<file path="config.mk">
export PLATFORM = sky130hd
export DESIGN_NAME = mac_unit
export DESIGN_NICKNAME = d
export VERILOG_FILES = /design/src/source/conv_pkg.sv /design/src/source/mac_unit.sv
export VERILOG_INCLUDE_DIRS = /design/src /design/src/include
export SDC_FILE = /design/constraint.sdc
export NUM_CORES = 1
export LEC_CHECK = 0
export BUFFER_PORTS_ARGS = -buffer_cell sky130_fd_sc_hd__buf_4
export CORE_MARGIN = 3
export CORE_UTILIZATION = 50
export DETAILED_ROUTE_END_ITERATION = 12
export PLACE_DENSITY = 0.78
export SLEW_MARGIN = 40
export SYNTH_ARGS = -nofsm -noshare
export SYNTH_HDL_FRONTEND = slang
export SYNTH_SLANG_ARGS = --single-unit
</file>
<file path="constraint.sdc">
create_clock -name clk -period 3.09 [get_ports clk]
set_input_delay 0.309 -clock clk [delete_from_list [all_inputs] [get_ports clk]]
set_output_delay 0.309 -clock clk [all_outputs]
set_load 0.01 [all_outputs]
</file>
<file path="src/include/conv_defines.svh">
`ifndef CONV_DEFINES_SVH
`define CONV_DEFINES_SVH

// output tile is PARA_X rows by PARA_Y columns
`define PARA_X 3
`define PARA_Y 3

// Q8.8 elements, wide accumulator
`define DATA_WIDTH 16
`define ACC_WIDTH 32
`define FRAC_BITS 8

// largest supported kernel edge
`define KERNEL_MAX 5

// one register group covers a tile row plus the kernel overhang
`define ROW_LEN (`PARA_Y + `KERNEL_MAX - 1)

// kernel size and beat counters, wide enough for long fc jobs
`define COUNT_WIDTH 5

`endif

</file>
<file path="src/source/conv_pkg.sv">
`default_nettype none

`include "conv_defines.svh"

package conv_pkg;

	// one MAC lane per output of the tile
	localparam int LANES = `PARA_X * `PARA_Y;

	typedef logic signed [`DATA_WIDTH-1:0] elem_t;

	typedef enum logic {
		OP_CONV = 1'b0,
		OP_FC   = 1'b1
	} op_e;

	// codes other than relu behave as none
	typedef enum logic [1:0] {
		ACT_NONE = 2'd0,
		ACT_RELU = 2'd1
	} act_e;

	// fc jobs carry one weight per neuron in the low elements
	typedef struct packed {
		elem_t [`PARA_X*`ROW_LEN-`PARA_Y-1:0] pad;
		elem_t [`PARA_Y-1:0]                  weight;
	} fc_beat_t;

	// conv view has row 0 in the low bits
	typedef union packed {
		elem_t [`PARA_X-1:0][`ROW_LEN-1:0] conv;
		fc_beat_t                          fc;
	} beat_u;

endpackage

`default_nettype wire

</file>
<file path="src/source/mac_unit.sv">
`timescale 1ns/100ps
`default_nettype none

`include "conv_defines.svh"

module mac_unit import conv_pkg::*; (
	input  wire                          clk,
	input  wire                          rst,
	input  wire elem_t                   a,
	input  wire elem_t                   b,
	input  wire                          start,
	input  wire                          last,
	output logic signed [`ACC_WIDTH-1:0] acc,
	output logic                         acc_valid
);

	// full Q16.16 product
	logic signed [2*`DATA_WIDTH-1:0] prod;
	logic                            start_q;
	logic                            last_q;

	always_ff @(posedge clk) begin
		prod <= a * b;
	end

	// strobes follow the product stage
	always_ff @(posedge clk or negedge rst) begin
		if (!rst) begin
			start_q   <= 1'b0;
			last_q    <= 1'b0;
			acc_valid <= 1'b0;
		end else begin
			start_q   <= start;
			last_q    <= last;
			acc_valid <= last_q;
		end
	end

	// first product of a job replaces the old sum
	always_ff @(posedge clk) begin
		if (start_q) begin
			acc <= `ACC_WIDTH'(prod);
		end else begin
			acc <= acc + `ACC_WIDTH'(prod);
		end
	end

endmodule

`default_nettype wire

</file>
==> impl_metrics.json <==
{
  "crit_family": "adder cells",
  "synth-edff-count": 0,
  "drt-pass1-iter-count": 5,
  "antenna_found_initial": 0,
  "required_ns": 3.31,
  "chipWidth_um": 167,
  "coreArea_mm2": 0.0254,
  "synth_top_area_cell": "fa_1",
  "syn_area_mm2": 0.0130,
  "post_synth_num_cell_types": 58,
  "gp_congestion": 0.967,
  "cts-buffers-inserted": 9,
  "synthTopCellsByArea": "fa_1 (40%), ha_1 (11%), dfxtp_1 (9.8%)",
  "wire_per_inst_um": 16.8,
  "cts_num_sinks": 67,
  "async_flop_share": 0.0448,
  "fin_util": 0.659,
  "crit_path_cell_trace": "buf_12 > and2_4 > fa_1 > inv_2 > fa_1 > inv_2 > fa_1 > fa_1 > fa_1 > inv_2 > fa_1 > inv_2 > ha_4 > o21a_1 > nor2_2 > a21oi_2 > a211oi_4 > nor2b_1 > o21a_1 > o21a_1 > o31a_1 > o211a_1",
  "synth_ff_type": "dfxtp_1",
  "drtAntennaViolNets": 0,
  "crit_path_start_kind": "input port",
  "viasPerCell": 5.27,
  "clk_pin_slew_ns": 0.06,
  "finalHoldViolCount": 0,
  "routed_wl_um": 33800,
  "worst_pin_slew_ns": 0.610,
  "crit_fanout": 7,
  "first_global_vias": 11500,
  "grt_setup_unrepaired": "yes",
  "dp_slack_ns": -2.82,
  "diodes": 0,
  "drv_cap": 0,
  "multi_input_area_mm2": 0.0111,
  "cpMostUsedCell": "fa_1",
  "areaGrowthSynthToFinish_pct": 28.7,
  "fin_ws_ns": -2.47,
  "max_freq_mhz": 180,
  "floorplan.initialDensity": 0.513,
  "htreeDepth": 3,
  "fillers": 1807,
  "dieArea_mm2": 0.0280,
  "slew_headroom": 0.583,
  "crit_buf_inv": 5,
  "rows": 58,
  "tritoncts": "done",
  "register_area_mm2": 0.00136,
  "violations": "setup timing",
  "grt_max_degree": 62,
  "critPathSlowestCell": "fa_1",
  "hp-class": "input port to register",
  "via_count": 10600,
  "syn_area_per_cell_um2": 9.05,
  "period_share": 1.80,
  "grt_pass1_wl_um": 54500,
  "synth_top_area_frac": 0.404,
  "clock_path_buffers": 2,
  "syn_inst": 1438,
  "io_pins": 69,
  "synth_seq_cells": 67,
  "grt_use_total": 0.235,
  "end_kind": "register",
  "cts_root_buf": "clkbuf_16",
  "final_nets": 2090,
  "seq_area_frac_synth": 0.104,
  "chipHeight_um": 167,
  "dpl.hpwl_um": 26300,
  "finalMaxSlewViolations": 0,
  "clock_latency_ns": 0.34,
  "yosysWarnings": 0,
  "portBuffers": 68,
  "path_class": "input port to register",
  "drc": 0,
  "critical-path-max-stage-delay_ns": 0.55,
  "cp.arrival_ns": 5.79,
  "grt-ovfl-total": 0,
  "synth.net_count": 1850,
  "setup_viol": 26,
  "finalCriticalPeriod_ns": 5.56,
  "drt_iter0_markers": 581,
  "status": "finished with violations",
  "drive_above_1_share": 0.277,
  "finClkSkew_ns": 0.00977
}
## what timing repair did
| item | CTS | global route |
|---|---|---|
| buffers inserted | 20 | 13 |
| endpoints found under the setup margin | 30 | 33 |
| gates resized for setup | 131 | 90 |
| hold buffers | 1 | 0 |
| endpoints found under the hold margin | 3 | 0 |
| pin swaps | 76 | 66 |
| gates cloned | 2 | 0 |
## registers in the layout, indices dropped and copies added (netlist names)
register,cells
acc,32
acc_valid,1
last_q,1
prod,32
start_q,1
## kinds of logic after synthesis
logic type,after synthesis,share of synthesized area
xor gates and xnor gates,60,0.0404
AOI/OAI and AO/OA,171,0.0842
adders and majority gates,376,0.513
DFF,67,0.104
buffers and inverters,365,0.105
and+or+nand+nor,395,0.150
muxes,4,0.00336
## routing by layer
metal,share of wire,GRT usage
met1,0.39,0.295
met2,0.51,0.411
met3,0.060,0.0441
met4,0.032,0.0793
met5,0,0
## through the flow
| step | cells | setup TNS [ns] | cell area [um2] | hold slack (ns) |
|---|---|---|---|---|
| after floorplan | 1438 | -45.25 | 13400 | 0.0134 |
| after CTS | 2001 | -43.86 | 16300 | 0.0763 |
| after detailed placement | 1965 | -56.41 | 15300 | 0.0997 |
| after global routing | 2013 | -50.31 | 16700 | 0.0756 |
| final | 2013 | -46.59 | 16700 | 0.0832 |
| after global placement | 1965 | -54.39 | 15300 | 0.0978 |
## final timing paths
check                           startpoint        end  slack [ns]  depth (start not counted)
worst max-delay path                 b[11]   prod[23]       -2.47                         22
worst min-delay path                 start    start_q        0.08                          1
worst max register to register    prod[13]    acc[30]        0.07                         11
worst min register to register      last_q  acc_valid        0.36                          0
max in group asynchronous              rst     last_q        2.70                          2
min in group asynchronous              rst    start_q        0.30                          2
## Yosys cell counts (2+ instances only)
master    instances
nand2b_1         12
o31a_1            2
dfxtp_1          64
nor3b_1           3
nand2_1         168
a211oi_1          7
and2_1          124
dfrtp_1           3
or3_1             7
nor2_1           37
fa_1            263
inv_1           325
clkbuf_1         40
ha_1            113
a31oi_1           3
a21o_1           17
o31ai_1           5
a31o_2            4
and3_1            5
o21ai_0          50
a21oi_1          41
o211ai_2          2
o21a_1            9
nor2b_1           6
xor2_1           20
o21ai_1           2
xnor2_1          40
o21bai_1          6
mux2_2            3
a21boi_0          2
o211ai_1          4
nor3_1            9
or2_2             2
nand3_1          15
a21oi_2           2
## layout by cell type (no fill, tap or decap), types with 11 or more instances in the layout
cell      synthesis  layout
nor2_1           37      30
and2_4            0      23
nand2b_1         12      11
inv_1           325     299
xnor2_1          40      35
buf_4             0     202
nand2_1         168     157
a21oi_2           2      16
a21oi_1          41      21
fa_2              0      16
ha_4              0      21
nand3_1          15      12
inv_2             0      25
fa_1            263     247
o21ai_0          50      41
buf_6             0      50
xor2_1           20      20
ha_1            113      89
and2_1          124     101
dfxtp_1          64      60
a21o_1           17      17
## final cells by class
type	count	share of cell area
clock buffer	9	0.0134
clock inverter	7	0.00306
inverter	325	0.0731
multi-input combinational	1006	0.661
sequential	67	0.0813
tap	330	0.0247
timing repair buffer	269	0.144
Power is left out: the tool's default activity adds up to more than one toggle a clock period on the data nets, which glitch-free logic cannot reach.
