===== config.mk =====
export PLATFORM = sky130hd
export DESIGN_NAME = window_feeder
export DESIGN_NICKNAME = d
export VERILOG_FILES = /design/src/source/conv_pkg.sv /design/src/source/window_feeder.sv
export VERILOG_INCLUDE_DIRS = /design/src /design/src/include
export SDC_FILE = /design/constraint.sdc
export NUM_CORES = 1
export LEC_CHECK = 0
export BUFFER_PORTS_ARGS = -buffer_cell sky130_fd_sc_hd__buf_4
export CAP_MARGIN = 20
export CORE_AREA = 4 4 202 204
export CTS_BUF_LIST = sky130_fd_sc_hd__clkbuf_4 sky130_fd_sc_hd__clkbuf_8
export CTS_CLUSTER_DIAMETER = 100
export DETAILED_ROUTE_END_ITERATION = 16
export DIE_AREA = 0 0 206 208
export PLACE_DENSITY = 0.74
export SYNTH_ARGS = -nofsm -noshare
export SYNTH_HDL_FRONTEND = slang
export SYNTH_SLANG_ARGS = --single-unit

===== constraint.sdc =====
create_clock -name clk -period 3.2 [get_ports clk]
set_input_delay 0 -clock clk [delete_from_list [all_inputs] [get_ports clk]]
set_output_delay 0 -clock clk [all_outputs]
set_load 0.05 [all_outputs]

===== src/include/conv_defines.svh =====
`ifndef CONV_DEFINES_SVH
`define CONV_DEFINES_SVH

// output tile is PARA_X rows by PARA_Y columns
`define PARA_X 3
`define PARA_Y 3

// Q8.8 elements, wide accumulator
`define DATA_WIDTH 16
`define ACC_WIDTH 32
`define FRAC_BITS 8

// largest supported kernel edge
`define KERNEL_MAX 5

// one register group covers a tile row plus the kernel overhang
`define ROW_LEN (`PARA_Y + `KERNEL_MAX - 1)

// kernel size and beat counters, wide enough for long fc jobs
`define COUNT_WIDTH 5

`endif


===== src/source/conv_pkg.sv =====
`default_nettype none

`include "conv_defines.svh"

package conv_pkg;

	// one MAC lane per output of the tile
	localparam int LANES = `PARA_X * `PARA_Y;

	typedef logic signed [`DATA_WIDTH-1:0] elem_t;

	typedef enum logic {
		OP_CONV = 1'b0,
		OP_FC   = 1'b1
	} op_e;

	// codes other than relu behave as none
	typedef enum logic [1:0] {
		ACT_NONE = 2'd0,
		ACT_RELU = 2'd1
	} act_e;

	// fc jobs carry one weight per neuron in the low elements
	typedef struct packed {
		elem_t [`PARA_X*`ROW_LEN-`PARA_Y-1:0] pad;
		elem_t [`PARA_Y-1:0]                  weight;
	} fc_beat_t;

	// conv view has row 0 in the low bits
	typedef union packed {
		elem_t [`PARA_X-1:0][`ROW_LEN-1:0] conv;
		fc_beat_t                          fc;
	} beat_u;

endpackage

`default_nettype wire


===== src/source/window_feeder.sv =====
`timescale 1ns/100ps
`default_nettype none

`include "conv_defines.svh"

module window_feeder import conv_pkg::*; (
	input  wire                    clk,
	input  wire                    rst,
	input  wire                    in_valid,
	output logic                   in_ready,
	input  wire beat_u             in_beat,
	input  wire elem_t             in_weight,
	input  wire op_e               op_type,
	input  wire [`COUNT_WIDTH-1:0] kernel_size,
	input  wire act_e              activation,
	input  wire                    stall,
	output elem_t                  a_op [LANES],
	output elem_t                  b_op,
	output logic                   mac_start,
	output logic                   mac_last,
	output op_e                    job_op,
	output act_e                   job_act
);

	// settings of the job in flight
	op_e                     cur_op;
	act_e                    cur_act;
	logic [`COUNT_WIDTH-1:0] cur_ks;

	// kernel column and row of the next beat, fc uses only the column
	logic [`COUNT_WIDTH-1:0] col_cnt;
	logic [`COUNT_WIDTH-1:0] row_cnt;

	// one register group per output row
	elem_t [`ROW_LEN-1:0] rows [`PARA_X];

	logic                    accept;
	logic                    first;
	op_e                     eff_op;
	act_e                    eff_act;
	logic [`COUNT_WIDTH-1:0] eff_ks;
	logic                    col_end;
	logic                    last;

	assign in_ready = !stall;
	assign accept   = in_valid && in_ready;
	assign first    = (col_cnt == '0) && (row_cnt == '0);

	// first beat brings the settings, later beats use the held copy
	assign eff_op  = first ? op_type : cur_op;
	assign eff_act = first ? activation : cur_act;
	assign eff_ks  = first ? kernel_size : cur_ks;

	assign col_end = (col_cnt == eff_ks - 1'b1);
	assign last    = col_end && (eff_op == OP_FC || row_cnt == eff_ks - 1'b1);

	always_ff @(posedge clk or negedge rst) begin
		if (!rst) begin
			cur_op  <= OP_CONV;
			cur_act <= ACT_NONE;
			cur_ks  <= '0;
			col_cnt <= '0;
			row_cnt <= '0;
		end else if (accept) begin
			cur_op  <= eff_op;
			cur_act <= eff_act;
			cur_ks  <= eff_ks;
			if (last) begin
				col_cnt <= '0;
				row_cnt <= '0;
			end else if (col_end) begin
				// next kernel row of a conv job
				col_cnt <= '0;
				row_cnt <= row_cnt + 1'b1;
			end else begin
				col_cnt <= col_cnt + 1'b1;
			end
		end
	end

	// lane strobes and the shared operand
	always_ff @(posedge clk or negedge rst) begin
		if (!rst) begin
			b_op      <= '0;
			mac_start <= 1'b0;
			mac_last  <= 1'b0;
			job_op    <= OP_CONV;
			job_act   <= ACT_NONE;
		end else begin
			// idle cycles feed a zero weight, so the lanes add nothing
			b_op      <= accept ? in_weight : elem_t'(0);
			mac_start <= accept && first;
			mac_last  <= accept && last;
			if (accept && last) begin
				job_op  <= eff_op;
				job_act <= eff_act;
			end
		end
	end

	always_ff @(posedge clk) begin
		if (accept) begin
			for (int x = 0; x < `PARA_X; x++) begin
				if (eff_op == OP_FC) begin
					// neuron weights go to lanes 0..2, the other rows stay silent
					if (x == 0) begin
						rows[x] <= {{(`ROW_LEN-`PARA_Y)*`DATA_WIDTH{1'b0}},
							in_beat.fc.weight};
					end else begin
						rows[x] <= '0;
					end
				end else if (col_cnt == '0) begin
					rows[x] <= in_beat.conv[x];
				end else begin
					// slide the window one element toward index 0
					rows[x] <= {elem_t'(0), rows[x][`ROW_LEN-1:1]};
				end
			end
		end
	end

	// lane (x,y) reads element y of row group x
	for (genvar x = 0; x < `PARA_X; x++) begin : g_row
		for (genvar y = 0; y < `PARA_Y; y++) begin : g_col
			assign a_op[x*`PARA_Y + y] = rows[x][y];
		end
	end

	// the register groups are only built for these two kernels
	a_conv_kernel: assert property (@(posedge clk) disable iff (!rst)
		accept && first && op_type == OP_CONV |-> kernel_size == 3 || kernel_size == 5);

endmodule

`default_nettype wire


==> results of run 1 <==
[power groups by stage]
| stage | Sequential, mW | Clock (mW) | Combinational (mW) |
|---|---|---|---|
| 5_1_grt | 5.70 | 4.41 | 2.07 |
| 3_5_place_dp | 5.78 | 0 | 1.49 |
| 4_1_cts | 5.68 | 4.17 | 1.88 |
| 6_report | 5.69 | 4.13 | 1.96 |
| 3_3_place_gp | 5.77 | 0 | 1.47 |
| 2_1_floorplan | 5.81 | 0 | 0.836 |
[cells in the mapped netlist (8+ instances only)]
cell | instances | area share
mux2_2 | 46 | 0.030
inv_1 | 8 | 0.0017
and3_1 | 48 | 0.017
mux2_1 | 9 | 0.0058
and2_1 | 18 | 0.0064
dfrtp_1 | 39 | 0.056
clkbuf_1 | 93 | 0.020
a21oi_1 | 243 | 0.070
buf_4 | 146 | 0.063
edfxtp_1 | 336 | 0.58
nand2_1 | 499 | 0.11
[logic make-up after synthesis]
| logic type | after synthesis |
|---|---|
| fa+ha+maj | 5 |
| xor+xnor | 9 |
| simple gates | 603 |
| flops | 375 |
| buf+inv | 254 |
| compound gates | 275 |
| mux | 61 |
[layout make-up]
| type | instances | share of cell area |
|---|---|---|
| clock buffer | 82 | 0.0393 |
| multi-input combinational | 953 | 0.192 |
| tap | 525 | 0.0253 |
| clock inverter | 29 | 0.00616 |
| sequential | 375 | 0.426 |
| antenna | 10 | 0.000963 |
| inverter | 9 | 0.00159 |
| timing repair buffer | 936 | 0.309 |
[flip-flops by register name, summed over array words and instances (netlist names)]
name	cells
cur_act	2
mac_start	1
job_act	2
job_op	1
b_op	16
cur_op	1
row_cnt	5
col_cnt	5
mac_last	1
rows	336
cur_ks	5
[what timing repair did]
| action | CTS | global route |
|---|---|---|
| pin swaps | 1 | 9 |
| gates resized for setup | 3 | 16 |
| hold endpoints to repair | 405 | 0 |
| endpoints found under the setup margin | 6 | 95 |
| hold buffers | 365 | 0 |
| buffers inserted | 1 | 6 |
[routing by layer]
| layer | global-route usage | vias to the layer above | routed length [um] |
|---|---|---|---|
| li1 | - | 6863 | - |
| met1 | 0.303 | 7141 | 21200 |
| met2 | 0.445 | 881 | 29400 |
| met3 | 0.0614 | 240 | 4780 |
| met4 | 0.140 | 2 | 3260 |
| met5 | 0 | - | 10 |
[through the flow]
step	std cells	worst slack [ns]
finish	2919	0.0502
global placement	2426	0.0346
global route	2919	-0.0714
CTS	2903	0.0157
detailed placement	2426	-0.0724
floorplan	1582	-0.160
[placed cells by master (no fill, tap or decap), drive strengths merged, types with 6 or more instances in the layout]
cell type,instances
buf,572
dfrtp,39
a21oi,243
nor2,8
nand2,500
nand2b,6
edfxtp,336
clkinv,27
xnor2,7
mux2,58
and3,48
o21ai,8
and2,18
dlygate4sd3,364
inv,10
diode,10
clkbuf,82
o211ai,6
nand3,7
[final timing paths]
path	slack, ns	end	cells past startpoint	start
worst max-delay path	0.05	job_act[0]	13	col_cnt[1]
worst min-delay path	0.13	b_op[12]	3	in_weight[12]
worst max register to register	0.05	job_act[0]	13	col_cnt[1]
worst min register to register	0.52	cur_act[0]	1	cur_act[0]
max in group asynchronous	2.57	b_op[8]	4	rst
min in group asynchronous	0.40	cur_ks[2]	4	rst
[worst register-to-register path, stage by stage (launching register included)]
cell and delay [ns]:
dfrtp_1 0.39, inv_2 0.09, ha_4 0.13, nor4b_4 0.30
nand2_4 0.13, mux2i_2 0.22, ha_2 0.23, nor3b_4 0.22
xnor2_2 0.16, mux2_4 0.19, o211ai_2 0.10, o41ai_4 0.41
nand3_4 0.15, mux2_4 0.33
==> run_results.csv, run 1 <==
group,metric,value,unit
sta,min_period,3.15,ns
cts,cts_tree,"built",
yosys,synth-simple-area-share,0.147,
global_routing,grt_pass1_wl,88300,um
final_layout,layout-drive-gt1-share,0.313,
min_path,min_path_type,"primary input to register",
power_and_ir_drop,pwr-share-seq,0.483,
yosys,synth_warnings,0,
yosys,synth_compound_gate_area_share,0.0844,
final_layout,final_util,0.662,
drt,drc_errors,0,
yosys,synth_async_sr_flop_share,0.104,
cts,cts_buffers,60,
cts,clkLatencyLatePin,0.65,ns
setup_path,startpoint_type,"register",
setup_path,cp_top_family,"simple AND/OR/NAND/NOR gates",
setup_path,required,3.73,ns
floorplanning,die_area,42800,um^2
cts,cts_max_level,2,
place,place_congestion,0.879,
yosys,syn_inst,1582,
final_layout,fillCellCount,2625,
drt,routedWlPerCell,20.1,um
run,maxCapViolations,0,
floorplanning,die_width,206,um
floorplanning,start_util,0.445,
yosys,syn_area_per_cell,11.0,um^2
yosys,synth_area,17500,um^2
power_and_ir_drop,power,11.8,mW
cts,clk_pin_slew,0.06,ns
drt,routed_via_density,5.18,
power_and_ir_drop,comb_power_share,0.166,
sta,fin_setup_tns,0,ns
setup_path,cp.arrival,3.67,ns
place,io_buffers,529,
floorplanning,ioPinCount,530,
cts,root_buffer,"clkbuf_8",
cts,clock_path_buffers,3,
place,place_area,21000,um^2
final_layout,seqCellArea,11100,um^2
final_layout,areaGrowthSynthToFinish,48.7,%
final_layout,multi_input_area,4980,um^2
cts,clkSinkCount,375,
yosys,synthXorXnorAreaFrac,0.00451,
sta,rsz0062_at_grt,"yes",
setup_path,crit_type,"register to register",
sta,fin_skew,0.0202,ns
final_layout,final_cell_area,26000,um^2
setup_path,path_cells,"inv_2, ha_4, nor4b_4, nand2_4, mux2i_2, ha_2, nor3b_4, xnor2_2, mux2_4, o211ai_2, o41ai_4, nand3_4, mux2_4",
drt,drt_iter0_drc,1476,
yosys,ys_ff_latch,375,
power_and_ir_drop,clkPwrFrac,0.350,
global_routing,overflow,0,
yosys,synth_top_family_by_area,"simple AND/OR/NAND/NOR gates",
sta,tightest_slew,0.979,ns
global_routing,first_global_vias,16014,
power_and_ir_drop,leakagePower,10.9,nW
yosys,synthMuxAreaShare,0.0402,
outcome,status,"finished, final reports clean",
yosys,synth_fa_ha_area_frac,0.00358,
sta,setup-violations-final,0,
global_routing,track_usage,0.261,
floorplanning,die_h,208,um
setup_path,crit_fanout,4,
place,dp_hpwl,34000,um
yosys,syn_nets,1951,
sta,hold_viol_final,0,
setup_path,crit_path_end_kind,"register",
sta,period_share,0.984,
power_and_ir_drop,p_int,8.69,mW
power_and_ir_drop,switching_share,0.262,
drt,drtPass1Iterations,5,
yosys,synth_edf_count,336,
floorplanning,rows,73,
power_and_ir_drop,power.density,453,nW/um^2
sta,fmax,0.317,GHz
global_routing,antenna_found_initial,11,
drt,ant_nets,0,
sta,timing.hold.ws,0.126,ns
setup_path,cp_slowest_cell,"o41ai_4",
yosys,ys_seq_area_frac,0.633,
sta,max_slew_margin,0.347,
yosys,yosys_most_used_dff,"edfxtp_1",
setup_path,max_stage_delay,0.41,ns
floorplanning,core,39300,um^2
power_and_ir_drop,switchingPower,3.09,mW
global_routing,grt_max_degree,154,
sta,slew_violations,0,
setup_path,path_buf_inv,1,
setup_path,crit_path_frequent_cell,"mux2_4",
drt,wirelength,58700,um
power_and_ir_drop,vdd_drop_max,0.346,mV
yosys,synthDistinctLibCells,52,
drt,via_count,15127,
final_layout,nets,2704,
Note: power is estimated with default switching activity, not from simulation.
==> inputs of run 2 (changes only) <==
--- a/config.mk
+++ b/config.mk
@@ -8,12 +8,13 @@
 export LEC_CHECK = 0
 export BUFFER_PORTS_ARGS = -buffer_cell sky130_fd_sc_hd__buf_4
 export CAP_MARGIN = 20
-export CORE_AREA = 4 4 202 204
+export CORE_ASPECT_RATIO = 1.25
+export CORE_MARGIN = 4
+export CORE_UTILIZATION = 30
 export CTS_BUF_LIST = sky130_fd_sc_hd__clkbuf_4 sky130_fd_sc_hd__clkbuf_8
 export CTS_CLUSTER_DIAMETER = 100
 export DETAILED_ROUTE_END_ITERATION = 16
-export DIE_AREA = 0 0 206 208
-export PLACE_DENSITY = 0.74
+export HOLD_SLACK_MARGIN = 0.12
 export SYNTH_ARGS = -nofsm -noshare
 export SYNTH_HDL_FRONTEND = slang
 export SYNTH_SLANG_ARGS = --single-unit
==> run 2 against run 1 <==
  * Sequential power about the same
  * Sequential share of layout area shrank 1.2 points
  * Register-to-register slack barely moved
  * First-iteration DRC count down 17%
  * Core utilization down 20 points
  * Largest cell class unchanged
  * Highest routed layer is now met4
==> run_results.csv, run 2 (synthesized netlist as in run 1, its figures left out) <==
group,metric,value,unit
outcome,status,"finished, final reports clean",
sta,setup-violations-final,0,
cts,clkSinkCount,375,
min_path,min_path_type,"primary input to register",
place,dp_hpwl,36300,um
drt,drc_errors,0,
sta,period_share,0.982,
setup_path,path_cells,"inv_2, ha_4, nor4b_4, nand2_4, mux2i_4, ha_2, nor3b_4, xnor2_2, mux2_4, o211ai_2, o41ai_4, nand3_4, mux2_4",
sta,hold_viol_final,0,
cts,clock_path_buffers,3,
drt,drtPass1Iterations,5,
setup_path,max_stage_delay,0.40,ns
setup_path,crit_start,"col_cnt[1]",
sta,fmax,0.318,GHz
power_and_ir_drop,vdd_drop_max,0.454,mV
cts,cts_max_level,3,
run,maxCapViolations,0,
setup_path,worst-r2r-cell-count,13,
sta,tightest_slew,1.16,ns
min_path,hold_depth,3,
sta,rsz0062_at_grt,"yes",
final_layout,layout-drive-gt1-share,0.315,
final_layout,nets,2729,
global_routing,grt_max_degree,162,
cts,cts_buffers,67,
final_layout,areaGrowthSynthToFinish,53.2,%
drt,routedWlPerCell,18.2,um
drt,routed_via_density,4.57,
cts,clkLatencyLatePin,0.64,ns
floorplanning,die_width,224,um
power_and_ir_drop,power.density,465,nW/um^2
setup_path,crit_type,"register to register",
setup_path,crit_path_frequent_cell,"mux2_4",
place,io_buffers,529,
sta,fin_setup_tns,0,ns
floorplanning,start_util,0.305,
floorplanning,die_h,278,um
floorplanning,die_area,62200,um^2
setup_path,r2r_start,"col_cnt[1]",
place,place_congestion,0.838,
final_layout,most-common-layout-cells,"buf_4 (558), nand2_1 (497), dlygate4sd3_1 (384)",
floorplanning,core,57400,um^2
setup_path,cp_slowest_cell,"o41ai_4",
setup_path,startpoint_type,"register",
setup_path,r2r_slack,0.06,ns
setup_path,crit_path_end,"job_act[0]",
global_routing,overflow,0,
final_layout,final_common_cell,"buf_4",
sta,max_slew_margin,0.226,
drt,drt_iter0_drc,1221,
sta,timing.hold.ws,0.200,ns
drt,via_count,14502,
setup_path,required,3.72,ns
setup_path,crit_path_end_kind,"register",
sta,slew_violations,0,
cts,cts_tree,"built",
final_layout,reg_top3,"rows: 336 flops, b_op: 16 flops",
final_layout,regMostFlops,"rows",
power_and_ir_drop,leakagePower,11.1,nW
setup_path,reg2reg_to,"job_act[0]",
setup_path,cp.arrival,3.66,ns
sta,fin_skew,0.0320,ns
floorplanning,ioPinCount,530,
sta,min_period,3.14,ns
floorplanning,rows,98,
drt,wirelength,57900,um
global_routing,grt_pass1_wl,87300,um
cts,root_buffer,"clkbuf_8",
final_layout,largest_reg_flops,336,
global_routing,antenna_found_initial,13,
drt,ant_nets,0,
setup_path,crit_fanout,4,
cts,clk_pin_slew,0.06,ns
global_routing,track_usage,0.176,
global_routing,first_global_vias,15484,
-- run 2: worst max-delay path, delay by kind of cell, from the launching register on --
family | cells | cell delay (ns)
xor gates and xnor gates | 1 | 0.17
buffers and inverters | 1 | 0.09
DFF | 1 | 0.39
AOI/OAI and AO/OA | 2 | 0.50
muxes | 3 | 0.73
and+or+nand+nor | 4 | 0.78
adders and majority gates | 2 | 0.36
-- run 2: worst min path at each step --
stage	startpoint	to
final	kernel_size[3]	cur_ks[3]
after CTS	kernel_size[4]	cur_ks[4]
after global placement	rst	mac_start
after floorplan	rst	b_op[0]
after global routing	kernel_size[3]	cur_ks[3]
after detailed placement	rst	cur_ks[4]
-- run 2: area by class of cell --
| cell class | count | area (um^2) |
|---|---|---|
| Fill cell | 5025 | 30600 |
| Sequential cell | 375 | 11100 |
| Timing Repair Buffer | 954 | 8270 |
| Multi-Input combinational cell | 953 | 5010 |
| Clock buffer | 86 | 1080 |
| Tap cell | 750 | 938 |
| Clock inverter | 32 | 330 |
| Inverter | 9 | 41.3 |
| Antenna cell | 16 | 40.0 |
-- run 2: layer usage --
metal	up-vias	wire length [um]	GRT usage
li1	6912	-	-
met1	6928	23000	0.211
met2	528	29500	0.307
met3	134	3350	0.0381
met4	0	2060	0.0685
met5	-	0	0
-- run 2: per-stage QoR --
step	cells	utilization	instance area (um^2)	power, mW	worst slack, ns
6_report	3175	0.466	26800	12.5	0.0570
5_1_grt	3174	0.466	26800	13.0	-0.107
4_1_cts	3151	0.463	26600	12.6	0.00104
3_5_place_dp	2646	0.370	21300	7.27	-0.0706
3_3_place_gp	2646	0.370	21300	7.25	0.0545
2_1_floorplan	1582	-	17500	6.64	-0.160
-- run 2: timing repair --
item	in CTS	in global routing
resized for setup	6	20
endpoints found under the hold margin	433	0
hold buffers	385	0
setup buffers	2	7
pin swaps	2	9
endpoints found under the setup margin	6	77
gates cloned	0	1
-- run 2: where the power goes --
part           internal, mW  leakage [nW]  total (mW)  switching (mW)
combinational         0.984          6.63        1.98           0.993
sequential             5.58          3.76        5.69           0.111
clock                  2.65         0.737        4.79            2.14
total                  9.21          11.1        12.5            3.24
