==> config.mk <==
export PLATFORM = sky130hd
export DESIGN_NAME = tile_drain
export DESIGN_NICKNAME = d
export VERILOG_FILES = /design/src/source/conv_pkg.sv /design/src/source/tile_drain.sv
export VERILOG_INCLUDE_DIRS = /design/src /design/src/include
export SDC_FILE = /design/constraint.sdc
export NUM_CORES = 1
export LEC_CHECK = 0
export BUFFER_PORTS_ARGS = -buffer_cell sky130_fd_sc_hd__buf_2
export CAP_MARGIN = 30
export CORE_AREA = 8 8 170 172
export DETAILED_ROUTE_END_ITERATION = 12
export DIE_AREA = 0 0 178 180
export PLACE_DENSITY = 0.52
export SLEW_MARGIN = 20
export SYNTH_ARGS = -nofsm -noshare
export SYNTH_HDL_FRONTEND = slang
export SYNTH_SLANG_ARGS = --single-unit
==> constraint.sdc <==
create_clock -name clk -period 0.8 [get_ports clk]
set_input_delay 0.08 -clock clk [delete_from_list [all_inputs] [get_ports clk]]
set_output_delay 0.08 -clock clk [all_outputs]
set_load 0.02 [all_outputs]
==> src/include/conv_defines.svh <==
`ifndef CONV_DEFINES_SVH
`define CONV_DEFINES_SVH

// output tile is PARA_X rows by PARA_Y columns
`define PARA_X 3
`define PARA_Y 3

// Q8.8 elements, wide accumulator
`define DATA_WIDTH 16
`define ACC_WIDTH 32
`define FRAC_BITS 8

// largest supported kernel edge
`define KERNEL_MAX 5

// one register group covers a tile row plus the kernel overhang
`define ROW_LEN (`PARA_Y + `KERNEL_MAX - 1)

// kernel size and beat counters, wide enough for long fc jobs
`define COUNT_WIDTH 5

`endif

==> src/source/conv_pkg.sv <==
`default_nettype none

`include "conv_defines.svh"

package conv_pkg;

	// one MAC lane per output of the tile
	localparam int LANES = `PARA_X * `PARA_Y;

	typedef logic signed [`DATA_WIDTH-1:0] elem_t;

	typedef enum logic {
		OP_CONV = 1'b0,
		OP_FC   = 1'b1
	} op_e;

	// codes other than relu behave as none
	typedef enum logic [1:0] {
		ACT_NONE = 2'd0,
		ACT_RELU = 2'd1
	} act_e;

	// fc jobs carry one weight per neuron in the low elements
	typedef struct packed {
		elem_t [`PARA_X*`ROW_LEN-`PARA_Y-1:0] pad;
		elem_t [`PARA_Y-1:0]                  weight;
	} fc_beat_t;

	// conv view has row 0 in the low bits
	typedef union packed {
		elem_t [`PARA_X-1:0][`ROW_LEN-1:0] conv;
		fc_beat_t                          fc;
	} beat_u;

endpackage

`default_nettype wire

==> src/source/tile_drain.sv <==
`timescale 1ns/100ps
`default_nettype none

`include "conv_defines.svh"

module tile_drain import conv_pkg::*; (
	input  wire                         clk,
	input  wire                         rst,
	input  wire signed [`ACC_WIDTH-1:0] acc [LANES],
	input  wire [LANES-1:0]             acc_valid,
	input  wire op_e                    job_op,
	input  wire act_e                   job_act,
	output logic                        out_valid,
	input  wire                         out_ready,
	output elem_t                       out_tile [LANES],
	output logic                        stall
);

	// signed range of one element
	localparam logic signed [`ACC_WIDTH-1:0] SAT_MAX = 2**(`DATA_WIDTH-1) - 1;
	localparam logic signed [`ACC_WIDTH-1:0] SAT_MIN = -(2**(`DATA_WIDTH-1));

	logic relu_on;

	// back to Q8.8, clamp, then optional relu
	function automatic elem_t shape(input logic signed [`ACC_WIDTH-1:0] value,
		input logic relu);
		logic signed [`ACC_WIDTH-1:0] scaled;
		elem_t                        result;
		scaled = value >>> `FRAC_BITS;
		if (scaled > SAT_MAX) begin
			result = elem_t'(SAT_MAX);
		end else if (scaled < SAT_MIN) begin
			result = elem_t'(SAT_MIN);
		end else begin
			result = elem_t'(scaled);
		end
		if (relu && result < 0) begin
			result = '0;
		end
		return result;
	endfunction

	assign relu_on = (job_act == ACT_RELU);

	// all lanes finish together, lane 0 speaks for the array
	always_ff @(posedge clk) begin
		if (acc_valid[0]) begin
			for (int x = 0; x < `PARA_X; x++) begin
				for (int y = 0; y < `PARA_Y; y++) begin
					// fc only fills the first row of the tile
					if (job_op == OP_FC && x > 0) begin
						out_tile[x*`PARA_Y + y] <= '0;
					end else begin
						out_tile[x*`PARA_Y + y] <= shape(acc[x*`PARA_Y + y], relu_on);
					end
				end
			end
		end
	end

	always_ff @(posedge clk or negedge rst) begin
		if (!rst) begin
			out_valid <= 1'b0;
		end else if (acc_valid[0]) begin
			out_valid <= 1'b1;
		end else if (out_ready) begin
			out_valid <= 1'b0;
		end
	end

	// also hold off while a sum is arriving, so the next job cannot
	// finish into a tile that is still waiting
	assign stall = (out_valid && !out_ready) || acc_valid[0];

	// the nine lanes are fed the same strobes
	a_lanes_agree: assert property (@(posedge clk) disable iff (!rst)
		acc_valid == '0 || acc_valid == '1);

	// the feeder stall must keep a new sum away from a held tile
	a_no_overrun: assert property (@(posedge clk) disable iff (!rst)
		out_valid && !out_ready |-> acc_valid == '0);

endmodule

`default_nettype wire

==> qor.yml, run 1 <==
outcome:
  outcome: "finished with violations"
  failed_checks: "setup timing"
timing:
  setup_viol: 282
  fmax_mhz: 855.0
  tightest_slew_ns: 0.7359
  hold_slack_ns: 0.02429
  fin_crit_sh: 1.462
  rsz0062_at_grt: "yes"
  period_needed_ns: 1.170
  fin_ws_ns: -0.3696
  finClkSkew_ns: 0
  hold_violations: 0
  slew_viol_final: 0
  slew_headroom: 0.5094
  final.setup.tns_ns: -46.53
yosys:
  muxShareOfSynthArea: 0
  synth-main-ff-cell: "edfxtp_1"
  syn_nets: 731
  synth_seq_cells: 145
  avgSynthCellArea_um2: 15.15
  synth_edf_count: 144
  synth_cells: 428
  ys.warnings.count: 0
  yosysUniqueCellTypes: 24
  synth_area_um2: 6485
  synth_compound_area_frac: 0.2124
  ys_async_sr_fraction: 0.006897
  synth_fa_ha_area_frac: 0
  ys_seq_area_frac: 0.6707
  synth_top_family_by_area: "compound AO/OA/AOI/OAI gates"
  yosys.area_share.simple: 0.05711
  synth_xor_area_frac: 0
final_layout:
  num-nets-final: 1249
  final_area_um2: 11970
  layout_common_cells: "buf_2, buf_6, edfxtp_1, dlygate4sd3_1, o21a_1"
  multi_input_area_um2: 1964
  antennaDiodeCount: 0
  fillers: 2365
  final_common_cell: "buf_2"
  final_layout_size_suffix_gt1_frac: 0.5443
  area_growth_pct: 84.55
  fin_util: 0.4542
  post_layout_nonfiller_instances: 1300
  ff_latch_area_um2: 4349
routing:
  drc: 0
  finalWirelength_mm: 24.32
  first_pass_iters: 4
  viasPerCell: 4.451
  drt_iter0_drc: 240
  wl_per_cell_um: 18.71
  vias: 5786
  ant_nets: 0
cts:
  insertion_delay_ns: 0.41
  cts_tree: "yes"
  clock_sinks: 145
  cts.clk_slew.worst_paths_ns: 0.06
  cts.htree.levels: 4
  ctsRootBufferMaster: "clkbuf_16"
  cts_buffers: 17
  cts.path.max_buffers: 2
global_route:
  grt_max_degree: 41
  grt_antenna_before_repair: 0
  globalRouteOverflowTotal: 0
  grt_pass1_vias: 6471
  grt_pass1_wl_mm: 36.11
  track_usage: 0.1451
floorplan:
  core_um2: 26350
  ios: 449
  start_util: 0.2461
  die_y_um: 180
  dieWidth_um: 178
  row_count: 60
  die_area_um2: 32040
power_and_ir_drop:
  power_density_nw_per_um2: 1850
  peakVddDrop_uv: 1117
  power.leakage_nw: 5.027
  finalPower_mw: 22.14
place:
  io_buffers: 368
  dpl_worst_slack_ns: -0.6855
  placed_area_um2: 9141
  gp_congestion: 0.7242
  hpwl_mm: 17.16
  dp.cells: 1149
critical_path:
  start_kind: "register"
  worstPathMaxFanout: 2
  cp_data_arrival_time_ns: 1.09
  worst_setup_path_end_kind: "primary output"
  critPathRequiredTime_ns: 0.72
  critPathKind: "register to primary output"
min_path:
  hold_class: "input pin to register"
job:
  maxCapViolCount: 0
## layer usage
layer,part of all wire,global-route usage
met5,0,0
met4,0.019,0.04636
met3,0.083,0.04925
met2,0.51,0.2513
met1,0.39,0.1640
## final timing paths
path / slack, ns / cells past startpoint / from / end
hold reg to reg: 0.61 / 2 / out_valid$_DFFE_PN0P_ / out_valid$_DFFE_PN0P_
setup reg to reg: 0 / 2 / out_valid$_DFFE_PN0P_ / out_valid$_DFFE_PN0P_
max in group asynchronous: 0.18 / 3 / rst / out_valid$_DFFE_PN0P_
min in group asynchronous: 0.52 / 3 / rst / out_valid$_DFFE_PN0P_
hold / removal: 0.02 / 3 / acc[11] / out_tile[3]$_SDFFCE_PP0P_
setup / recovery: -0.37 / 2 / out_valid$_DFFE_PN0P_ / stall
## repair_timing
action | CTS | global route
hold buffers | 105 | 0
gates resized for setup | 194 | 105
buffers inserted | 10 | 3
endpoints found under the setup margin | 287 | 287
endpoints found under the hold margin | 104 | 0
pin swaps | 18 | 15
gates cloned | 3 | 0
## critical path, stage by stage (launching register included)
cell,delay [ns]
dfrtp_1,0.38
a21o_1,0.17
buf_6,0.13
## cell type report
cell class / count / share of cell area
Multi-Input combinational cell: 211 / 0.1641
Inverter: 46 / 0.01443
Clock inverter: 15 / 0.01422
Clock buffer: 17 / 0.03555
Sequential cell: 145 / 0.3634
Timing Repair Buffer: 525 / 0.3726
Tap cell: 341 / 0.03565
## Yosys cell counts, drive strengths merged (5+ instances only)
| library cell | instances | area share |
|---|---|---|
| and2 | 6 | 0.0058 |
| or2 | 6 | 0.0058 |
| a21oi | 6 | 0.0046 |
| o21a | 90 | 0.10 |
| nor4 | 18 | 0.017 |
| inv | 46 | 0.027 |
| a22oi | 45 | 0.075 |
| buf | 23 | 0.030 |
| a21o | 5 | 0.0058 |
| edfxtp | 144 | 0.67 |
| nand4 | 18 | 0.017 |
| clkbuf | 6 | 0.0035 |
## sequential cells by signal, indices dropped and copies added, names as in the netlist
signal	flops
out_valid	1
out_tile	144
## kinds of logic after synthesis
group / after synthesis
AND/OR/NAND/NOR: 56
AO/OA/AOI/OAI: 152
buffers and inverters: 75
flip-flops: 145
## power breakdown
group / switching (mW) / total (mW) / internal (mW) / leakage, nW
clock: 3.45 / 8.14 / 4.69 / 0.276
sequential: 0.282 / 9.35 / 9.07 / 1.40
combinational: 2.21 / 4.66 / 2.45 / 3.35
total: 5.94 / 22.1 / 16.2 / 5.03
(Power assumes the default switching activity.)
==> run 2: changes to the inputs <==
- ABC_AREA: unset -> 1
==> run 2 against run 1 <==
The run still ends with setup timing left. Setup slack improved by 0.019 ns. Critical path depth rose by 1. Total power fell by 0.84%. Hold slack got worse by 0.0066 ns. Sequential power rose by 1%. Sequential share of layout area rose by 1.4 points. Die area did not move. Register-to-register slack improved by 0.16 ns. Routed wire length fell by 0.35%. Non-clock buffer count fell by 35. Largest cell class is now flip-flops and latches. Highest routed layer is now met5.
==> qor.yml, run 2 <==
floorplan:
  dieWidth_um: 178  # unchanged
  ios: 449  # unchanged
  row_count: 60  # unchanged
  die_y_um: 180  # unchanged
  start_util: 0.2453  # -0.0007598
  die_area_um2: 32040  # unchanged
  core_um2: 26350  # unchanged
cts:
  cts.clk_slew.worst_paths_ns: 0.07  # about the same
  cts_buffers: 17  # unchanged
  insertion_delay_ns: 0.41  # about the same
  cts_tree: "yes"
  clock_sinks: 145  # unchanged
  cts.htree.levels: 4  # unchanged
  post_cts_buffers: 0  # -10
  ctsRootBufferMaster: "clkbuf_16"
  cts.path.max_buffers: 2  # unchanged
timing:
  fmax_mhz: 868.7  # +1.6%
  tightest_slew_ns: 0.2391  # -0.4969 ns
  slew_viol_final: 0  # unchanged
  fin_crit_sh: 1.439  # -0.02316
  rsz0062_at_grt: "yes"
  hold_slack_ns: 0.01767  # -0.006629 ns
  period_needed_ns: 1.151  # -0.01853 ns
  finClkSkew_ns: 0  # unchanged
  setup_viol: 146  # -48%
  fin_ws_ns: -0.3511  # +0.01853 ns
  hold_violations: 0  # unchanged
  slew_headroom: 0.8406  # +0.3312
critical_path:
  worst_setup_path_end_kind: "primary output"
  slowest_stage: "dfrtp_1"
  reg2reg_slack_ns: 0.16  # +0.16 ns
  crit_path_cell_trace: "inv_2, o21bai_4, buf_6"
  slowest_delay_ns: 0.36  # -0.02 ns
  critPathRequiredTime_ns: 0.72  # about the same
  cp_data_arrival_time_ns: 1.07  # -0.02 ns
  critPathKind: "register to primary output"
  start_kind: "register"
  worstPathMaxFanout: 2  # unchanged
job:
  maxCapViolCount: 0  # unchanged
final_layout:
  fin_util: 0.4377  # -0.01643
  final_common_cell: "buf_2"
  ff_latch_area_um2: 4349  # unchanged
  reg_top3: "out_tile: 144 flops, out_valid: 1 flops"
  final_layout_size_suffix_gt1_frac: 0.4568  # -0.08748
  layout_common_cells: "buf_2, nand2_1, edfxtp_1, buf_6, a21oi_1"
  largest-register: "out_tile"
  largest_register_ffs: 144  # unchanged
  fillers: 2506  # +6.0%
  multi_input_area_um2: 1918  # -2.4%
  num-nets-final: 1402  # +12%
  area_growth_pct: 78.42
routing:
  drt_iter0_drc: 347  # +45%
  vias: 6168  # +6.6%
  first_pass_iters: 5  # +1
  finalWirelength_mm: 24.24  # -0.35%
  ant_nets: 0  # unchanged
  wl_per_cell_um: 16.66  # -11%
  drc: 0  # unchanged
  viasPerCell: 4.239  # -4.8%
power_and_ir_drop:
  p_int_mw: 15.80  # -2.5%
  power.leakage_nw: 5.106  # +1.6%
  switchingPower_mw: 6.155  # +3.6%
  p_comb_frac: 0.218  # +0.008
  power_frac_clock: 0.352  # -0.016
  peakVddDrop_uv: 1153  # +3.2%
  swShare: 0.2803  # +0.01189
  power_density_nw_per_um2: 1904  # +2.9%
  sequentialPowerShare: 0.430  # +0.008
yosys:
  synth_most_common_cell: "nand2_1"
  synthDominantCellAreaShare: 0.6689  # +0.002065
  syn_nets: 919  # +26%
  ys.warnings.count: 0  # unchanged
  ys_seq_area_frac: 0.6727  # +0.002077
  synth_edf_count: 144  # unchanged
  avgSynthCellArea_um2: 10.50  # -31%
  ys_async_sr_fraction: 0.006897  # unchanged
  synth_seq_cells: 145  # unchanged
  synth_commonest_cells: "nand2_1, edfxtp_1, a21oi_1"
  yosysUniqueCellTypes: 18  # -25%
  synth_largest_area_cell: "edfxtp_1"
  synth_cells: 616  # +44%
  synth_area_um2: 6465  # -0.31%
  synth-main-ff-cell: "edfxtp_1"
  netlist_top_cells_area: "edfxtp_1, a21oi_1, nand2_1"
global_route:
  grt_antenna_before_repair: 6  # +6
  track_usage: 0.1484  # +0.003313
  grt_max_degree: 42  # +2.4%
  grt_pass1_vias: 6535  # +0.99%
  grt_pass1_wl_mm: 36.94  # +2.3%
  globalRouteOverflowTotal: 0  # unchanged
outcome:
  outcome: "finished with violations"
  failed_checks: "setup timing"
min_path:
  hold_class: "input pin to register"
place:
  io_buffers: 368  # unchanged
  hpwl_mm: 18.28  # +6.5%
  gp_congestion: 0.7715  # +6.5%
[run 2: cell count changes after synthesis, sizes merged, moves of 12 or more]
cell	before	now
o21ai	0	12
nand4	18	3
nor4	18	0
nand2	0	165
o21a	90	0
inv	46	64
nor2	1	58
a22oi	45	0
a21oi	6	135
[run 2: final timing paths]
kind,end,cells after the start,start
setup / recovery,stall,3,out_valid$_DFFE_PN0P_
hold / removal,out_tile[89]$_SDFFCE_PP0P_,3,acc[177]
setup reg to reg,out_valid$_DFFE_PN0P_,2,out_valid$_DFFE_PN0P_
hold reg to reg,out_valid$_DFFE_PN0P_,2,out_valid$_DFFE_PN0P_
max in group asynchronous,out_valid$_DFFE_PN0P_,3,rst
min in group asynchronous,out_valid$_DFFE_PN0P_,3,rst
[run 2: metal layers]
| metal | track usage | wire length, um |
|---|---|---|
| met5 | 0 | 50 |
| met4 | 0.04937 | 566 |
| met3 | 0.04631 | 1868 |
| met2 | 0.2559 | 12470 |
| met1 | 0.1706 | 9280 |
[run 2: power groups by stage]
stage | Clock [mW] | Sequential (mW) | Combinational (mW)
floorplan | 0 | 10.3 | 0.997
global placement | 0 | 9.46 | 3.88
detailed placement | 0 | 9.45 | 3.92
CTS | 7.96 | 9.42 | 4.71
global route | 8.24 | 9.51 | 5.13
finish | 7.73 | 9.44 | 4.78
[run 2: logic make-up after synthesis]
kind of cell           synth area share
flip-flops                       0.6727
AO/OA/AOI/OAI                    0.1266
buffers and inverters           0.06251
AND/OR/NAND/NOR                  0.1382
[run 2: layout make-up]
cell class,instances,share of cell area
inverter,64,0.02169
timing repair buffer,490,0.3491
clock inverter,15,0.01161
tap,341,0.03699
multi-input combinational,381,0.1663
clock buffer,17,0.03688
antenna,2,0.0004339
sequential,145,0.3770
[run 2: repair_timing]
action | 4_1_cts | 5_1_grt
endpoints found under the setup margin | 181 | 157
endpoints found under the hold margin | 77 | 0
resized for setup | 190 | 52
hold buffers | 78 | 0
cloned | 0 | 0
[run 2: per-stage QoR]
step | cell area, um^2 | cells | total power [mW] | TNS, ns | setup slack, ns
final | 11530 | 1455 | 21.96 | -32.84 | -0.3511
after global routing | 11530 | 1455 | 22.87 | -39.68 | -0.4320
after CTS | 11370 | 1453 | 22.09 | -36.88 | -0.3869
after detailed placement | 9435 | 1343 | 13.37 | -60.73 | -0.4870
after global placement | 9435 | 1343 | 13.34 | -61.04 | -0.4829
after floorplan | 6723 | 616 | 11.34 | -19.01 | -0.2803
[run 2: critical path: cells and delay by family (launching register included)]
kind	cells	cell delay, ns
flops	1	0.36
compound gates	1	0.11
buf+inv	2	0.19
==> run 3: changes to the inputs <==
--- a/constraint.sdc
+++ b/constraint.sdc
@@ -3,2 +3,2 @@
 set_output_delay 0.08 -clock clk [all_outputs]
-set_load 0.02 [all_outputs]
+set_load 0.05 [all_outputs]
==> run 3 against run 2 <==
Cell area grew 4.1%. Cell count grew 2.3%. Largest cell class is now buffers. Global-route usage grew 0.34 points. Sequential cell count is the same. Largest power group unchanged. Total power grew 7.8%. First-iteration DRC count grew 4.9%. Critical path depth is the same. The flow still finishes with violations (setup timing). Combinational power grew 38%. Clock power shrank 2%. Critical endpoint unchanged. Die area is the same. Via count grew 2.5%. Sequential power is essentially flat.
==> qor.yml, run 3 (synthesized netlist as in run 2, its figures left out) <==
floorplan:
  start_util: 0.2453  # unchanged
  row_count: 60  # unchanged
  ios: 449  # unchanged
  dieWidth_um: 178  # unchanged
  die_y_um: 180  # unchanged
  core_um2: 26350  # unchanged
  die_area_um2: 32040  # unchanged
routing:
  wl_per_cell_um: 16.70  # +0.25%
  drc: 0  # unchanged
  first_pass_iters: 6  # +1
  viasPerCell: 4.247  # +0.19%
  drt_iter0_drc: 364  # +4.9%
  ant_nets: 0  # unchanged
  finalWirelength_mm: 24.87  # +2.6%
  vias: 6324  # +2.5%
final_layout:
  final_common_cell: "buf_2"
  area_growth_pct: 85.79
  num-nets-final: 1436  # +2.4%
  final_layout_size_suffix_gt1_frac: 0.4550  # -0.001813
  reg_top3: "out_tile: 144 flops, out_valid: 1 flops"
  largest-register: "out_tile"
  layout_common_cells: "buf_2, nand2_1, buf_6, edfxtp_1, dlygate4sd3_1"
  largest_register_ffs: 144  # unchanged
place:
  hpwl_mm: 18.72  # +2.4%
  gp_congestion: 0.8116  # +5.2%
  io_buffers: 368  # unchanged
global_route:
  grt_max_degree: 30  # -29%
  grt_pass1_wl_mm: 37.94  # +2.7%
  grt_pass1_vias: 6835  # +4.6%
  globalRouteOverflowTotal: 0  # unchanged
  track_usage: 0.1518  # +0.003441
  grt_antenna_before_repair: 4  # -2
timing:
  setup_viol: 146  # unchanged
  fin_ws_ns: -0.3963  # -0.04517 ns
  fin_crit_sh: 1.495  # +0.05646
  rsz0062_at_grt: "yes"
  slew_viol_final: 0  # unchanged
  fmax_mhz: 835.9  # -3.8%
  hold_violations: 0  # unchanged
  period_needed_ns: 1.196  # +0.04517 ns
  slew_headroom: 0.8392  # -0.001442
  finClkSkew_ns: 0  # unchanged
  hold_slack_ns: 0.01847  # +0.0008014 ns
  tightest_slew_ns: 0.2412  # +0.002163 ns
critical_path:
  cp_data_arrival_time_ns: 1.12  # +0.05 ns
  worst_setup_path_end_kind: "primary output"
  worstPathMaxFanout: 2  # unchanged
  critPathKind: "register to primary output"
  start_kind: "register"
  critPathRequiredTime_ns: 0.72  # about the same
outcome:
  failed_checks: "setup timing"
  outcome: "finished with violations"
cts:
  cts_buffers: 17  # unchanged
  cts_tree: "yes"
  ctsRootBufferMaster: "clkbuf_16"
  cts.path.max_buffers: 2  # unchanged
  cts.clk_slew.worst_paths_ns: 0.07  # about the same
  insertion_delay_ns: 0.41  # about the same
  cts.htree.levels: 4  # unchanged
  clock_sinks: 145  # unchanged
job:
  maxCapViolCount: 0  # unchanged
power_and_ir_drop:
  power_density_nw_per_um2: 1970  # +3.5%
  peakVddDrop_uv: 964.8  # -16%
  finalPower_mw: 23.67  # +7.8%
  power.leakage_nw: 5.301  # +3.8%
min_path:
  hold_class: "input pin to register"
run 3: cell count changes in the layout (fill, tap and decap cells not counted), sizes merged, moves of 4 or more:
| cell | before | now |
|---|---|---|
| buf | 412 | 420 |
| dlygate4sd3 | 78 | 104 |
| clkinv | 7 | 2 |
| inv | 69 | 73 |
run 3: through the flow:
stage | setup TNS (ns) | instances | setup slack (ns) | util | instance area [um^2]
floorplan | -19.18 | 616 | -0.2803 | - | 6724
global placement | -58.02 | 1350 | -0.4130 | 0.3596 | 9477
detailed placement | -59.03 | 1350 | -0.4271 | 0.3596 | 9477
CTS | -40.99 | 1485 | -0.4038 | 0.4543 | 11970
global route | -44.31 | 1489 | -0.4439 | 0.4558 | 12010
finish | -37.18 | 1489 | -0.3963 | 0.4558 | 12010
run 3: layout make-up:
type / count / area, um^2
multi-input combinational: 381 / 1924
inverter: 64 / 247.7
tap: 341 / 426.7
fill: 2483 / 14340
sequential: 145 / 4350
clock buffer: 17 / 425.4
timing repair buffer: 524 / 4509
clock inverter: 14 / 120.1
antenna: 3 / 7.507
run 3: worst max-delay path, stage by stage, from the launching register on:
cell and delay [ns]:
dfrtp_2 0.42, inv_2 0.08, o21bai_4 0.05, buf_6 0.15
run 3: report_power, final:
group	total, mW	switching [mW]	internal [mW]	leakage (nW)
clock	7.61	3.55	4.06	0.262
sequential	9.47	0.328	9.15	1.40
combinational	6.58	3.96	2.62	3.64
run 3: path summary, 6_finish.rpt:
check / start / to / slack, ns / cells past startpoint
min: acc[145] / out_tile[73]$_SDFFCE_PP0P_ / 0.02 / 3
min reg2reg: out_valid$_DFFE_PN0P_ / out_valid$_DFFE_PN0P_ / 0.70 / 3
max: out_valid$_DFFE_PN0P_ / stall / -0.40 / 3
min in group asynchronous: rst / out_valid$_DFFE_PN0P_ / 0.49 / 3
max in group asynchronous: rst / out_valid$_DFFE_PN0P_ / 0.19 / 3
max reg2reg: out_valid$_DFFE_PN0P_ / out_valid$_DFFE_PN0P_ / 0.02 / 3
run 3: repair_timing:
action / in CTS / in global routing
hold endpoints to repair: 104 / 0
pin swaps: 0 / 0
endpoints found under the setup margin: 146 / 157
setup buffers: 0 / 1
hold buffers: 104 / 0
gates resized for setup: 290 / 8
run 3: routing by layer:
layer  global-route usage  part of all wire  wire (um)
met5                    0           0.00052         13
met4              0.05304             0.018        458
met3              0.04505             0.068       1699
met2               0.2665              0.52      12980
met1               0.1709              0.39       9717
